## src/include/tag_alloc_config.svh

```systemverilog
// tag allocator configuration
// sizes shared by the packages, the RTL and the checkers

`ifndef TAG_ALLOC_CONFIG_SVH
`define TAG_ALLOC_CONFIG_SVH

// number of tags in the free list
`define TA_NUM_TAGS 16

// bits needed to index one tag
`define TA_TAG_W 4

// number of requesters feeding the scheduler
`define TA_NUM_REQ 4

// bits needed to index one requester
`define TA_REQ_W 2

`endif

```

## src/design/tag_pkg.sv

```systemverilog
// tag-side types for the tag allocator
// tag index, free-tag occupancy and the release record

`include "tag_alloc_config.svh"

package tag_pkg;

   // one tag index
   typedef logic [`TA_TAG_W-1:0] tag_t;

   // one extra bit so the full tag count fits
   typedef logic [`TA_TAG_W:0] count_t;

   // a requester hands one tag back
   typedef struct packed {
      logic                 valid;
      logic [`TA_REQ_W-1:0] req_id;
      tag_t                 tag;
   } release_t;

endpackage

```

## src/design/req_pkg.sv

```systemverilog
// requester-side types for the tag allocator
// request levels, requester index and the grant record

`include "tag_alloc_config.svh"

package req_pkg;

   // one level request bit per requester
   typedef logic [`TA_NUM_REQ-1:0] req_vec_t;

   // requester index
   typedef logic [`TA_REQ_W-1:0] req_id_t;

   // tag handed to the picked requester
   typedef struct packed {
      logic                 valid;
      req_id_t              req_id;
      logic [`TA_TAG_W-1:0] tag;
   } grant_t;

endpackage

```

## src/design/rr_sched.sv

```systemverilog
// round-robin scheduler
// picks the next requester above the last grant, wrapping around

`timescale 1ns/1ps

`include "tag_alloc_config.svh"

module rr_sched (
   input  logic              clk,
   input  logic              rstn,
   input  req_pkg::req_vec_t req,
   input  logic              advance,
   output req_pkg::req_id_t  pick,
   output logic              any
);

   req_pkg::req_id_t         last_id;
   logic [2*`TA_NUM_REQ-1:0] dbl_req;

   assign any = |req;

   // lower half only keeps requesters above the last grant,
   // upper half is the full vector and catches the wrap
   always_comb begin
      for (int i = 0; i < `TA_NUM_REQ; i++) begin
         dbl_req[i]               = req[i] & (i > int'(last_id));
         dbl_req[`TA_NUM_REQ + i] = req[i];
      end
   end

   // lowest set bit of the doubled vector, 0 when nothing is set
   // both halves share the low index bits, so they fold onto one id
   always_comb begin
      pick = '0;
      for (int i = 2*`TA_NUM_REQ-1; i >= 0; i--) begin
         if (dbl_req[i]) begin
            pick = req_pkg::req_id_t'(i);
         end
      end
   end

   // pointer moves only when the pick is actually served
   always_ff @(posedge clk) begin
      if (!rstn) begin
         last_id <= '0;
      end else if (advance) begin
         last_id <= pick;
      end
   end

endmodule

```

## src/design/free_list.sv

```systemverilog
// free tag list
// FWFT circular queue that starts out holding every tag in order

`timescale 1ns/1ps

`include "tag_alloc_config.svh"

module free_list (
   input  logic            clk,
   input  logic            rstn,
   input  logic            push,
   input  tag_pkg::tag_t   push_tag,
   input  logic            pop,
   output tag_pkg::tag_t   head,
   output logic            empty,
   output tag_pkg::count_t count
);

   // extra msb on the pointers separates full from empty
   localparam int PTR_W = `TA_TAG_W + 1;

   logic [PTR_W-1:0] wr_ptr;
   logic [PTR_W-1:0] rd_ptr;
   logic [PTR_W-1:0] next_rd_ptr;
   tag_pkg::tag_t    mem [`TA_NUM_TAGS];
   logic             collide;

   assign empty       = (wr_ptr == rd_ptr);
   assign next_rd_ptr = rd_ptr + PTR_W'(pop);

   // push into the very slot the head is fetched from
   assign collide = push & (wr_ptr == next_rd_ptr);

   // write pointer starts a full lap ahead, list is full after reset
   always_ff @(posedge clk) begin
      if (!rstn) begin
         wr_ptr <= PTR_W'(`TA_NUM_TAGS);
         rd_ptr <= '0;
      end else begin
         if (push) begin
            wr_ptr <= wr_ptr + PTR_W'(1);
         end
         if (pop) begin
            rd_ptr <= rd_ptr + PTR_W'(1);
         end
      end
   end

   // storage is preloaded with tags 0 upward so reset restores the list
   always_ff @(posedge clk) begin
      if (!rstn) begin
         for (int i = 0; i < `TA_NUM_TAGS; i++) begin
            mem[i] <= tag_pkg::tag_t'(i);
         end
      end else if (push) begin
         mem[wr_ptr[`TA_TAG_W-1:0]] <= push_tag;
      end
   end

   // head is fetched one cycle ahead from the next read slot
   always_ff @(posedge clk) begin
      if (!rstn) begin
         // tag 0 is first in line
         head <= '0;
      end else if (collide) begin
         head <= push_tag;
      end else begin
         head <= mem[next_rd_ptr[`TA_TAG_W-1:0]];
      end
   end

   // occupancy, unchanged when a push and a pop meet
   always_ff @(posedge clk) begin
      if (!rstn) begin
         count <= tag_pkg::count_t'(`TA_NUM_TAGS);
      end else if (push && !pop) begin
         count <= count + tag_pkg::count_t'(1);
      end else if (pop && !push) begin
         count <= count - tag_pkg::count_t'(1);
      end
   end

endmodule

```

## src/design/owner_table.sv

```systemverilog
// tag owner table
// records which requester holds each tag and screens releases

`timescale 1ns/1ps

`include "tag_alloc_config.svh"

module owner_table (
   input  logic              clk,
   input  logic              rstn,
   input  req_pkg::grant_t   grant,
   input  tag_pkg::release_t release_in,
   output logic              release_ok,
   output logic              release_error
);

   logic [`TA_NUM_TAGS-1:0] held;
   req_pkg::req_id_t        owner [`TA_NUM_TAGS];
   logic                    tag_held;
   logic                    owner_match;

   assign tag_held    = held[release_in.tag];
   assign owner_match = (owner[release_in.tag] == release_in.req_id);

   // only the current holder may hand a tag back
   assign release_ok = release_in.valid & tag_held & owner_match;

   // a granted tag comes from the free list, so it never equals
   // the tag of a legal release in the same cycle
   always_ff @(posedge clk) begin
      if (!rstn) begin
         held <= '0;
      end else begin
         if (release_ok) begin
            held[release_in.tag] <= 1'b0;
         end
         if (grant.valid) begin
            held[grant.tag] <= 1'b1;
         end
      end
   end

   // owner id only means something while the held bit is set
   always_ff @(posedge clk) begin
      if (grant.valid) begin
         owner[grant.tag] <= grant.req_id;
      end
   end

   // free tag or wrong owner, flagged for one cycle after the attempt
   always_ff @(posedge clk) begin
      if (!rstn) begin
         release_error <= 1'b0;
      end else begin
         release_error <= release_in.valid & ~release_ok;
      end
   end

endmodule

```

## src/design/tag_alloc_top.sv

```systemverilog
// tag allocator top level
// round-robin grants from a free list, releases checked against owners

`timescale 1ns/1ps

module tag_alloc_top (
   input  logic              clk,
   input  logic              rstn,
   input  req_pkg::req_vec_t req,
   input  tag_pkg::release_t release_in,
   output req_pkg::grant_t   grant,
   output tag_pkg::count_t   free_count,
   output logic              release_error
);

   req_pkg::req_id_t pick;
   logic             any;
   tag_pkg::tag_t    head;
   logic             empty;
   logic             release_ok;

   // zero-latency grant, the head tag goes straight to the pick
   always_comb begin
      grant.valid  = any & ~empty;
      grant.req_id = pick;
      grant.tag    = head;
   end

   rr_sched u_rr_sched (
      .clk     (clk),
      .rstn    (rstn),
      .req     (req),
      .advance (grant.valid),
      .pick    (pick),
      .any     (any)
   );

   // legal releases go back to the tail of the list
   free_list u_free_list (
      .clk      (clk),
      .rstn     (rstn),
      .push     (release_ok),
      .push_tag (release_in.tag),
      .pop      (grant.valid),
      .head     (head),
      .empty    (empty),
      .count    (free_count)
   );

   owner_table u_owner_table (
      .clk           (clk),
      .rstn          (rstn),
      .grant         (grant),
      .release_in    (release_in),
      .release_ok    (release_ok),
      .release_error (release_error)
   );

endmodule

```

## config.mk

```make
export PLATFORM = sky130hd
export DESIGN_NAME = tag_alloc_top
export DESIGN_NICKNAME = d
export VERILOG_FILES = /design/src/design/tag_pkg.sv /design/src/design/req_pkg.sv /design/src/design/rr_sched.sv /design/src/design/free_list.sv /design/src/design/owner_table.sv /design/src/design/tag_alloc_top.sv
export VERILOG_INCLUDE_DIRS = /design/src /design/src/include
export SDC_FILE = /design/constraint.sdc
export NUM_CORES = 1
export LEC_CHECK = 0
export ABC_AREA = 1
export BUFFER_PORTS_ARGS = -buffer_cell sky130_fd_sc_hd__buf_2
export CORE_ASPECT_RATIO = 1.25
export CORE_UTILIZATION = 40
export DETAILED_ROUTE_END_ITERATION = 12
export GPL_ROUTABILITY_DRIVEN = 0
export MAX_ROUTING_LAYER = met4
export SLEW_MARGIN = 5
export SYNTH_ARGS = -nofsm -noshare
export SYNTH_HDL_FRONTEND = slang
export SYNTH_SLANG_ARGS = --single-unit
```

## constraint.sdc

```tcl
create_clock -name clk -period 7.04 [get_ports clk]
set_input_delay 0.352 -clock clk [delete_from_list [all_inputs] [get_ports clk]]
set_output_delay 0.352 -clock clk [all_outputs]
set_load 0.01 [all_outputs]
```

==> qor.yml, run 1 <==
min_path:
  worst_hold_path_type: "in -> reg"
  hold_start: "release_in[6]"
synth:
  synth_top_area_share_pct: 42.2
  synth_warnings: 0
  yosysSeqAreaShare_pct: 53.3
  synth_edf_count: 96
  synth-seq-cells: 134
  synthesis.area_sq_mm: 0.00684
  synth_top_flop_cell: "edfxtp_1"
  synth_nets: 808
  yosys-top-cells-area: "edfxtp_1 (42%), dfxtp_1 (11%), nand2_1 (10%)"
  ys_types: 39
  synth_area_leader_cell: "edfxtp_1"
  synth_most_common_cell: "nand2_1"
  ys_async_sr_fraction_pct: 0
  synthCells: 782
  synth.avg_cell_area_sq_um: 8.74
  synth_common_cells: "nand2_1 (190), nor2_1 (108), edfxtp_1 (96)"
cells_and_area:
  regArea_sq_mm: 0.00364
  final_area_sq_mm: 0.00771
  final_nets: 810
  drive_above_1_share_pct: 9.54
  n_antenna_cell: 0
  multi_input_area_sq_mm: 0.00273
  fill_cells: 1645
  syn2layout_area_growth_pct: 12.8
sta:
  rsz0062_at_grt: "false"
  hold_violations: 0
  worstMarginPinSlew_ns: 0.962
  finalMaxSlewViolations: 0
  whs_ns: 0.241
  period_share_pct: 56.3
  skew_ns: 0.00553
  max_freq_mhz: 252
  finalSetupViolCount: 0
  setup_tns_ns: 0
  relSlewSlack_pct: 35.9
  period_minus_slack_ns: 3.96
  fin_ws_ns: 3.08
placed_design:
  post_dp_cell_area_sq_mm: 0.00706
  io_buffer_count: 25
  place_hpwl_um: 11100
  pre_cts_slack_ns: 3.09
critical_path:
  cp_max_fo: 34
  critical_path_required_ns: 7.40
  critPathKind: "reg -> reg"
  worst-endpoint-arrival_ns: 4.32
  end_kind: "flip-flop"
  r2r-start: "u_free_list.wr_ptr[2]$_SDFFE_PN0N_"
  cp-start-kind: "flip-flop"
  crit_start: "u_free_list.wr_ptr[2]$_SDFFE_PN0N_"
power_and_ir_drop:
  ir_worst_vdd_mv: 0.158
  pwr-share-seq_pct: 41.9
  p_int_mw: 1.63
  combPwrFrac_pct: 14.0
  finalPower_mw: 2.22
  p_clk_share_pct: 44.2
  powerDensity_mw_per_mm2: 288
  p_sw_mw: 0.591
  switching_share_pct: 26.6
  p_leak_nw: 3.12
route:
  vias_per_cell: 5.21
  antenna_left: 0
  via_count: 5299
  drt-initial-drc-count: 332
  drcViolationCount: 0
  wl_um: 16600
  first_pass_iters: 6
  wl_per_cell_um: 16.3
cts:
  clkTransAtPathRegs_ns: 0.06
  cts_resized: 0
  clockBufferDepth: 2
  postCtsSetupRepairBufs: 0
  postCtsHoldBufs: 0
  cts-root-buf: "clkbuf_16"
  ctsHtreeMaxLevel: 4
  cts_tree: "built"
  clock_latency_ns: 0.42
  tritoncts.num_buffers: 17
  clock-sinks: 134
die:
  fp.dieArea_sq_mm: 0.0176
  die_h_um: 148
  initial_core_util_pct: 40.7
  die_w_um: 119
  num_rows: 53
  core_area_sq_mm: 0.0168
  ios: 26
grt:
  grt_pass1_vias: 5210
  grt_max_degree: 48
  antenna_found_initial: 0
  track_usage_pct: 20.5
  grt_pass1_wl_um: 26800
  grt_overflow: 0
outcome:
  status: "finished clean"
job:
  cap_violations: 0
## sequential cells by signal, summed over array words and instances (netlist names)
signal and cells:
u_owner_table.held 16, u_free_list.mem 64, u_free_list.head 4, u_rr_sched.last_id 2, u_free_list.count 5, u_owner_table.release_error 1
u_free_list.rd_ptr 5, u_free_list.wr_ptr 5, u_owner_table.owner 32
## logic make-up after synthesis
| kind of cell | synth area share (%) |
|---|---|
| and+or+nand+nor | 26.4 |
| DFF | 53.3 |
| buffers and inverters | 6.90 |
| AOI/OAI and AO/OA | 7.34 |
| xor gates and xnor gates | 1.67 |
| muxes | 1.90 |
| adders and majority gates | 2.49 |
## layer usage
layer / track usage (%) / share of wire [%] / up-vias
li1: - / - / 2677
met1: 22.9 / 41 / 2478
met2: 36.3 / 53 / 122
met3: 3.11 / 4.0 / 22
met4: 8.73 / 2.1 / 0
met5: - / 0 / -
## through the flow
stage | utilization (%) | std cells
after global routing | 46.0 | 1017
after floorplan | - | 782
final | 46.0 | 1017
after CTS | 46.0 | 1017
after global placement | 42.1 | 985
after detailed placement | 42.1 | 985
## worst max-delay path, cell delays in order, from the launching register on
cell and delay [ns]:
dfxtp_1 0.50, xnor2_1 0.16, nand4_1 0.09, or2_2 0.30, nand2_1 0.36, inv_1 0.18
ha_1 0.25, ha_1 0.92, or2_2 0.24, nand4_1 0.08, nor2_1 0.10, nand2_1 0.07
nor3_1 0.19, nand3_2 0.19, nand2_1 0.12, nand2_1 0.05, nor2_1 0.10
## cells in the final DEF (no fill, tap or decap), types with 12 or more instances in the layout
master	Yosys	final
edfxtp_1	96	96
clkbuf_16	0	17
nand2_1	190	190
mux2i_1	13	13
nand4_1	48	48
buf_2	9	25
o21ai_0	35	35
ha_1	12	12
dfxtp_1	38	38
inv_1	59	59
nor2_1	108	108
nand3_1	45	45
a21oi_1	26	26
## final timing paths
path / cells past startpoint / endpoint / slack, ns
worst max-delay path: 16 / u_free_list.head[1]$_SDFF_PN0_ / 3.08
worst min-delay path: 3 / u_owner_table.release_error$_SDFF_PN0_ / 0.24
worst max register to register: 16 / u_free_list.head[1]$_SDFF_PN0_ / 3.08
worst min register to register: 2 / u_owner_table.held[7]$_SDFF_PN0_ / 0.46
## layout make-up
class,instances,area share [%]
inverter,64,3.15
timing repair buffer,31,2.21
multi-input combinational,536,35.4
clock inverter,14,2.89
tap,220,3.57
clock buffer,18,5.57
sequential,134,47.2
## power groups by stage
stage | clock, mW | sequential [mW] | combinational [mW]
4_1_cts | 0.990 | 0.930 | 0.312
2_1_floorplan | 0 | 0.941 | 0.219
3_5_place_dp | 0 | 0.946 | 0.311
5_1_grt | 1.02 | 0.935 | 0.351
6_report | 0.981 | 0.930 | 0.310
3_3_place_gp | 0 | 0.946 | 0.308
Note: power is estimated with default switching activity, not from simulation.
==> run 2, diff against run 1 <==
Clock period 7.04 ns to 3.9 ns, I/O delays scaled along.
==> run 2 against run 1 <==
Worst setup slack worse by 2.2 ns. Clock skew up 0.0030 ns. Hold slack worse by 0.15 ns. Critical path type unchanged. Largest cell class unchanged.
==> qor.yml, run 2 (synthesis results as in run 1) <==
route:
  vias_per_cell: 5.26  # +0.94%
  antenna_left: 0  # unchanged
  first_pass_iters: 6  # unchanged
  wl_per_cell_um: 16.3  # about the same
  via_count: 5391  # +1.7%
  drcViolationCount: 0  # unchanged
  wl_um: 16700  # +0.88%
  drt-initial-drc-count: 329  # -0.90%
sta:
  hold_violations: 0  # unchanged
  period_minus_slack_ns: 3.00  # -0.965 ns
  relSlewSlack_pct: 37.5  # +1.6 points
  skew_ns: 0.00853  # +0.00300 ns
  whs_ns: 0.0874  # -0.154 ns
  finalMaxSlewViolations: 0  # unchanged
  finalSetupViolCount: 0  # unchanged
  setup_tns_ns: 0  # unchanged
  worstMarginPinSlew_ns: 0.934  # -0.0278 ns
  max_freq_mhz: 334  # +32%
  period_share_pct: 76.8  # +21 points
  fin_ws_ns: 0.904  # -2.17 ns
  rsz0062_at_grt: "false"
cells_and_area:
  largest_reg_flops: 64  # unchanged
  syn2layout_area_growth_pct: 13.3
  drive_above_1_share_pct: 10.2  # +0.65 points
  final_cell_mix: "nand2_1 (190), nor2_1 (108), edfxtp_1 (96), inv_1 (59), nand4_1 (48)"
  layout_commonest_cell: "nand2_1"
  n_antenna_cell: 0  # unchanged
  fin_cells: 1025  # +0.79%
  top_regs: "u_free_list.mem (64), u_owner_table.owner (32), u_owner_table.held (16)"
  top_register: "u_free_list.mem"
  final_nets: 818  # +0.99%
  fin_util_pct: 46.2  # +0.21 points
critical_path:
  critPathBufInv: 2  # +1
  crit_start: "u_free_list.wr_ptr[2]$_SDFFE_PN0N_"
  cp_num_cells: 17  # +1
  cp-start-kind: "flip-flop"
  path_common_cell: "nand2_1"
  crit_path_end: "u_free_list.head[1]$_SDFF_PN0_"
  rrSetupSlack_ns: 0.90  # -2.17 ns
  critPathKind: "reg -> reg"
  end_kind: "flip-flop"
  r2r-start: "u_free_list.wr_ptr[2]$_SDFFE_PN0N_"
  cpMaxStageDelayCell: "dfxtp_1"
  slowest_delay_ns: 0.48  # -0.44 ns
  cp_max_fo: 34  # unchanged
  ff2ff_path_depth: 17  # +1
  critical_path_required_ns: 4.26  # -3.14 ns
  crit_chain: "xnor2_1 > nand4_1 > or2_2 > nand2_1 > inv_1 > ha_1 > ha_1 > buf_12 > or2_2 > nand4_1 > nor2_1 > nand2_1 > nor3_1 > nand3_2 > nand2_1 > nand2_1 > nor2_1"
  worst-endpoint-arrival_ns: 3.36  # -0.96 ns
  r2r_end: "u_free_list.head[1]$_SDFF_PN0_"
  critPathTopFamily: "simple AND/OR/NAND/NOR gates"
placed_design:
  io_buffer_count: 25  # unchanged
  pre_cts_slack_ns: 0.678  # -2.41 ns
  dp.cells: 993  # +0.81%
  place_hpwl_um: 11600  # +4.5%
cts:
  cts-root-buf: "clkbuf_16"
  postCtsHoldBufs: 0  # unchanged
  clock-sinks: 134  # unchanged
  clkTransAtPathRegs_ns: 0.06  # about the same
  postCtsSetupRepairBufs: 0  # unchanged
  ctsHtreeMaxLevel: 4  # unchanged
  clockBufferDepth: 2  # unchanged
  cts_resized: 0  # unchanged
  cts_tree: "built"
  clock_latency_ns: 0.43  # about the same
  tritoncts.num_buffers: 17  # unchanged
die:
  initial_core_util_pct: 40.7  # unchanged
  die_h_um: 148  # unchanged
  num_rows: 53  # unchanged
  die_w_um: 119  # unchanged
  fp.dieArea_sq_mm: 0.0176  # unchanged
  core_area_sq_mm: 0.0168  # unchanged
  ios: 26  # unchanged
grt:
  antenna_found_initial: 0  # unchanged
  grt_busiest_layer: "met2"
  groute.layer.met3.usage_pct: 4.26  # +1.2 points
  grt_max_degree: 47  # -2.1%
  grt_overflow: 0  # unchanged
  track_usage_pct: 21.4  # +0.89 points
  met1_usage_pct: 23.4  # +0.55 points
  grt_pass1_wl_um: 27600  # +3.1%
  grt_pass1_vias: 5343  # +2.6%
  grt_util_met2_pct: 37.7  # +1.3 points
power_and_ir_drop:
  p_leak_nw: 3.15  # +0.74%
  powerDensity_mw_per_mm2: 508  # +76%
  ir_worst_vdd_mv: 0.275  # +74%
min_path:
  worst_hold_path_type: "in -> reg"
job:
  cap_violations: 0  # unchanged
outcome:
  status: "finished clean"
[run 2: cell type report]
| class | count | area, sq um |
|---|---|---|
| repair buffers | 39 | 243 |
| inverters | 64 | 243 |
| flip-flops and latches | 134 | 3640 |
| multi-input cells | 536 | 2730 |
| clock inverters | 13 | 181 |
| fillers | 1637 | 9030 |
| well taps | 220 | 275 |
| clock buffers | 19 | 433 |
[run 2: worst min-delay path by stage]
stage	start	endpoint	slack [ns]	depth (start not counted)
final	release_in[6]	u_owner_table.release_error$_SDFF_PN0_	0.09	3
after global routing	release_in[6]	u_owner_table.release_error$_SDFF_PN0_	0.11	3
after CTS	release_in[2]	u_free_list.head[2]$_SDFF_PN0_	0.09	3
after detailed placement	u_owner_table.held[0]$_SDFF_PN0_	u_owner_table.held[0]$_SDFF_PN0_	0.46	2
after global placement	u_owner_table.held[0]$_SDFF_PN0_	u_owner_table.held[0]$_SDFF_PN0_	0.45	2
after floorplan	release_in[2]	u_free_list.head[2]$_SDFF_PN0_	0.33	2
[run 2: worst register-to-register path, stage by stage, from the launching register on]
cell	delay, ns
dfxtp_1	0.48
xnor2_1	0.15
nand4_1	0.08
or2_2	0.27
nand2_1	0.08
inv_1	0.08
ha_1	0.20
ha_1	0.32
buf_12	0.19
or2_2	0.14
nand4_1	0.07
nor2_1	0.09
nand2_1	0.05
nor3_1	0.24
nand3_2	0.19
nand2_1	0.12
nand2_1	0.05
nor2_1	0.12
[run 2: metrics by stage]
step	total power [mW]	area, sq um
after detailed placement	2.29	7130
after CTS	3.95	7750
final	3.93	7750
after floorplan	2.09	6840
after global placement	2.28	7130
after global routing	4.09	7750
[run 2: power breakdown]
| part | switching, mW | leakage, nW | internal (mW) | total (mW) |
|---|---|---|---|---|
| Sequential | 0.0545 | 1.19 | 1.62 | 1.68 |
| Combinational | 0.389 | 1.66 | 0.190 | 0.579 |
| Clock | 0.612 | 0.298 | 1.07 | 1.68 |
| Total | 1.05 | 3.15 | 2.88 | 3.93 |
[run 2: layer usage]
metal  share of wire, %  vias up
met1                 40     2560
met4                2.6        0
met3                4.3       28
li1                   -     2685
met5                  0        -
met2                 53      118
==> run 3, diff against run 2 <==
Clock period 3.9 ns to 2.5 ns, I/O delays scaled along.
==> run 3 against run 2 <==
Critical path depth stayed put. Wire length is 2.5% higher. Critical path type unchanged. Global-route usage hardly changed. Clock skew is 0.0042 ns higher. First-iteration DRC count is 9.1% higher. Sequential power is 55% higher. Hold slack worse by 0.051 ns. Final cell count is 7.6% higher. Power is 59% higher. Highest routed layer unchanged. Register-to-register slack worse by 1.0 ns. Clock-buffer cell count is 2 lower. The flow now finishes with violations (negative setup slack).
==> qor.yml, run 3 (synthesis results as in run 1) <==
grt:
  grt_pass1_vias: 5541  # +3.7%
  grt_overflow: 0  # unchanged
  antenna_found_initial: 0  # unchanged
  grt_max_degree: 47  # unchanged
  grt_pass1_wl_um: 28000  # +1.1%
  track_usage_pct: 21.3  # -0.045 points
power_and_ir_drop:
  p_int_mw: 4.42  # +54%
  p_sw_mw: 1.82  # +73%
  ir_worst_vdd_mv: 0.390  # +42%
  p_clk_share_pct: 39.6  # -3.0 points
  p_leak_nw: 3.53  # +12%
  combPwrFrac_pct: 18.7  # +4.0 points
  pwr-share-seq_pct: 41.7  # -0.9 points
  finalPower_mw: 6.24  # +59%
  switching_share_pct: 29.2  # +2.3 points
  powerDensity_mw_per_mm2: 725  # +43%
cells_and_area:
  layout_commonest_cell: "nand2_1"
  top_register: "u_free_list.mem"
  multi_input_area_sq_mm: 0.00295  # +8.2%
  drive_above_1_share_pct: 23.4  # +13 points
  final_nets: 896  # +9.5%
  largest_reg_flops: 64  # unchanged
  fill_cells: 1569  # -4.2%
  syn2layout_area_growth_pct: 26.0
  top_regs: "u_free_list.mem (64), u_owner_table.owner (32), u_owner_table.held (16)"
  n_antenna_cell: 0  # unchanged
  regArea_sq_mm: 0.00365  # +0.21%
  final_cell_mix: "nand2_1 (182), nor2_1 (100), edfxtp_1 (96), buf_4 (82), inv_1 (55)"
die:
  die_h_um: 148  # unchanged
  num_rows: 53  # unchanged
  initial_core_util_pct: 40.7  # unchanged
  fp.dieArea_sq_mm: 0.0176  # unchanged
  die_w_um: 119  # unchanged
  ios: 26  # unchanged
  core_area_sq_mm: 0.0168  # unchanged
route:
  drt-initial-drc-count: 359  # +9.1%
  route.met3.wl_um: 530  # -26%
  met2_length_um: 8770  # -0.40%
  top_layer: "met4"
  via_count: 5617  # +4.2%
  antenna_left: 0  # unchanged
  drcViolationCount: 0  # unchanged
  wl_um: 17100  # +2.5%
  vias_per_cell: 5.09  # -3.2%
  first_pass_iters: 8  # +2
  wl_met1_um: 7360  # +9.0%
  wl_per_cell_um: 15.5  # -4.7%
cts:
  clockBufferDepth: 2  # unchanged
  cts-root-buf: "clkbuf_16"
  ctsHtreeMaxLevel: 4  # unchanged
  clkTransAtPathRegs_ns: 0.06  # about the same
  clock_latency_ns: 0.43  # about the same
  clock-sinks: 134  # unchanged
  cts_tree: "built"
  tritoncts.num_buffers: 17  # unchanged
critical_path:
  ff2ff_path_depth: 17  # unchanged
  rrSetupSlack_ns: -0.1  # -1.00 ns
  cp_max_fo: 3  # -91%
  critical_path_required_ns: 2.85  # -1.41 ns
  cp-start-kind: "flip-flop"
  r2r-start: "u_free_list.rd_ptr[3]$_SDFFE_PN0N_"
  worst-endpoint-arrival_ns: 2.95  # -0.41 ns
  end_kind: "flip-flop"
  r2r_end: "u_free_list.head[3]$_SDFF_PN0_"
  critPathKind: "reg -> reg"
job:
  cap_violations: 0  # unchanged
min_path:
  hold_path_depth: 3  # unchanged
  holdPathEnd: "u_owner_table.release_error$_SDFF_PN0_"
  worst_hold_path_type: "in -> reg"
  hold_start: "release_in[6]"
sta:
  max_freq_mhz: 385  # +15%
  fin_ws_ns: -0.0999  # -1.00 ns
  rsz0062_at_grt: "true"
  finalMaxSlewViolations: 0  # unchanged
  relSlewSlack_pct: 57.3  # +20 points
  finalSetupViolCount: 5  # +5
  period_share_pct: 104  # +27 points
  skew_ns: 0.0128  # +0.00422 ns
  setup_tns_ns: -0.231  # -0.231 ns
  worstMarginPinSlew_ns: 0.641  # -0.293 ns
  period_minus_slack_ns: 2.60  # -0.396 ns
  whs_ns: 0.0367  # -0.0507 ns
  hold_violations: 0  # unchanged
placed_design:
  io_buffer_count: 25  # unchanged
  place_hpwl_um: 11700  # +1.7%
  pre_cts_slack_ns: -0.300  # -0.978 ns
outcome:
  status: "complete, but fails checks"
  violations: "negative setup slack"
==> run 3: changes by cell type in the layout (fill, tap and decap cells not counted), sizes merged <==
cell and delta:
clkinvlp +3, clkinv -7, buf +77, inv +9, bufinv -3, clkbuf -1
==> run 3: area by class of cell <==
cell class	instances	share of cell area, %
repair buffers	117	10.5
clock inverters	15	1.80
flip-flops and latches	134	42.4
multi-input cells	536	34.3
clock buffers	17	4.94
well taps	220	3.20
inverters	64	2.92
==> run 3: worst max-delay path, stage by stage (launching register included) <==
cell and delay [ns]:
dfxtp_2 0.33, xnor2_2 0.17, nand4_1 0.09, or2_4 0.25, nand2_4 0.07, inv_4 0.04
ha_4 0.16, ha_4 0.17, xnor2_4 0.23, clkinvlp_4 0.18, buf_6 0.14, o211ai_1 0.11
o211ai_1 0.16, nand2_1 0.12, inv_1 0.04, nand2_1 0.05, nand2_1 0.06, nor2_2 0.16
==> run 3: worst max path at each step <==
stage / from / to / slack, ns / cells after the start
5_1_grt: u_owner_table.owner[3][1]$_DFFE_PP_ / u_free_list.count[4]$_SDFFE_PN1P_ / -0.25 / 24
4_1_cts: u_free_list.wr_ptr[3]$_SDFFE_PN0N_ / u_free_list.head[0]$_SDFF_PN0_ / -0.05 / 17
6_report: u_free_list.rd_ptr[3]$_SDFFE_PN0N_ / u_free_list.head[3]$_SDFF_PN0_ / -0.1 / 17
3_3_place_gp: release_in[0] / u_free_list.count[4]$_SDFFE_PN1P_ / -0.27 / 23
3_5_place_dp: release_in[0] / u_free_list.count[4]$_SDFFE_PN1P_ / -0.30 / 23
2_1_floorplan: u_free_list.rd_ptr[2]$_SDFFE_PN0N_ / u_free_list.head[0]$_SDFF_PN0_ / -0.009 / 20
==> run 3: repair_timing <==
item / CTS / global route
cloned: 0 / 1
gates resized for setup: 20 / 17
pin swaps: 23 / 27
hold buffers: 0 / 0
setup buffers: 14 / 3
endpoints found under the setup margin: 6 / 38
endpoints found under the hold margin: 0 / 0
==> run 3: layer usage <==
metal  track usage (%)  vias up
li1                  -     2838
met1              24.5     2608
met2              36.5      133
met3              3.45       38
met4              9.75        0
met5                 -        -
==> run 3: per-stage QoR <==
step	utilization, %	cells	instance area, sq um
after floorplan	-	782	7050
after global placement	46.1	1053	7740
after detailed placement	46.1	1053	7740
after CTS	50.6	1099	8500
after global routing	51.3	1103	8610
final	51.3	1103	8610
==> run 3: power by group through the flow <==
| stage | registers [mW] | clock network (mW) | logic, mW |
|---|---|---|---|
| after floorplan | 2.65 | 0 | 0.676 |
| after global placement | 2.65 | 0 | 1.05 |
| after detailed placement | 2.65 | 0 | 1.06 |
| after CTS | 2.60 | 2.51 | 1.12 |
| after global routing | 2.62 | 2.61 | 1.30 |
| final | 2.61 | 2.47 | 1.17 |
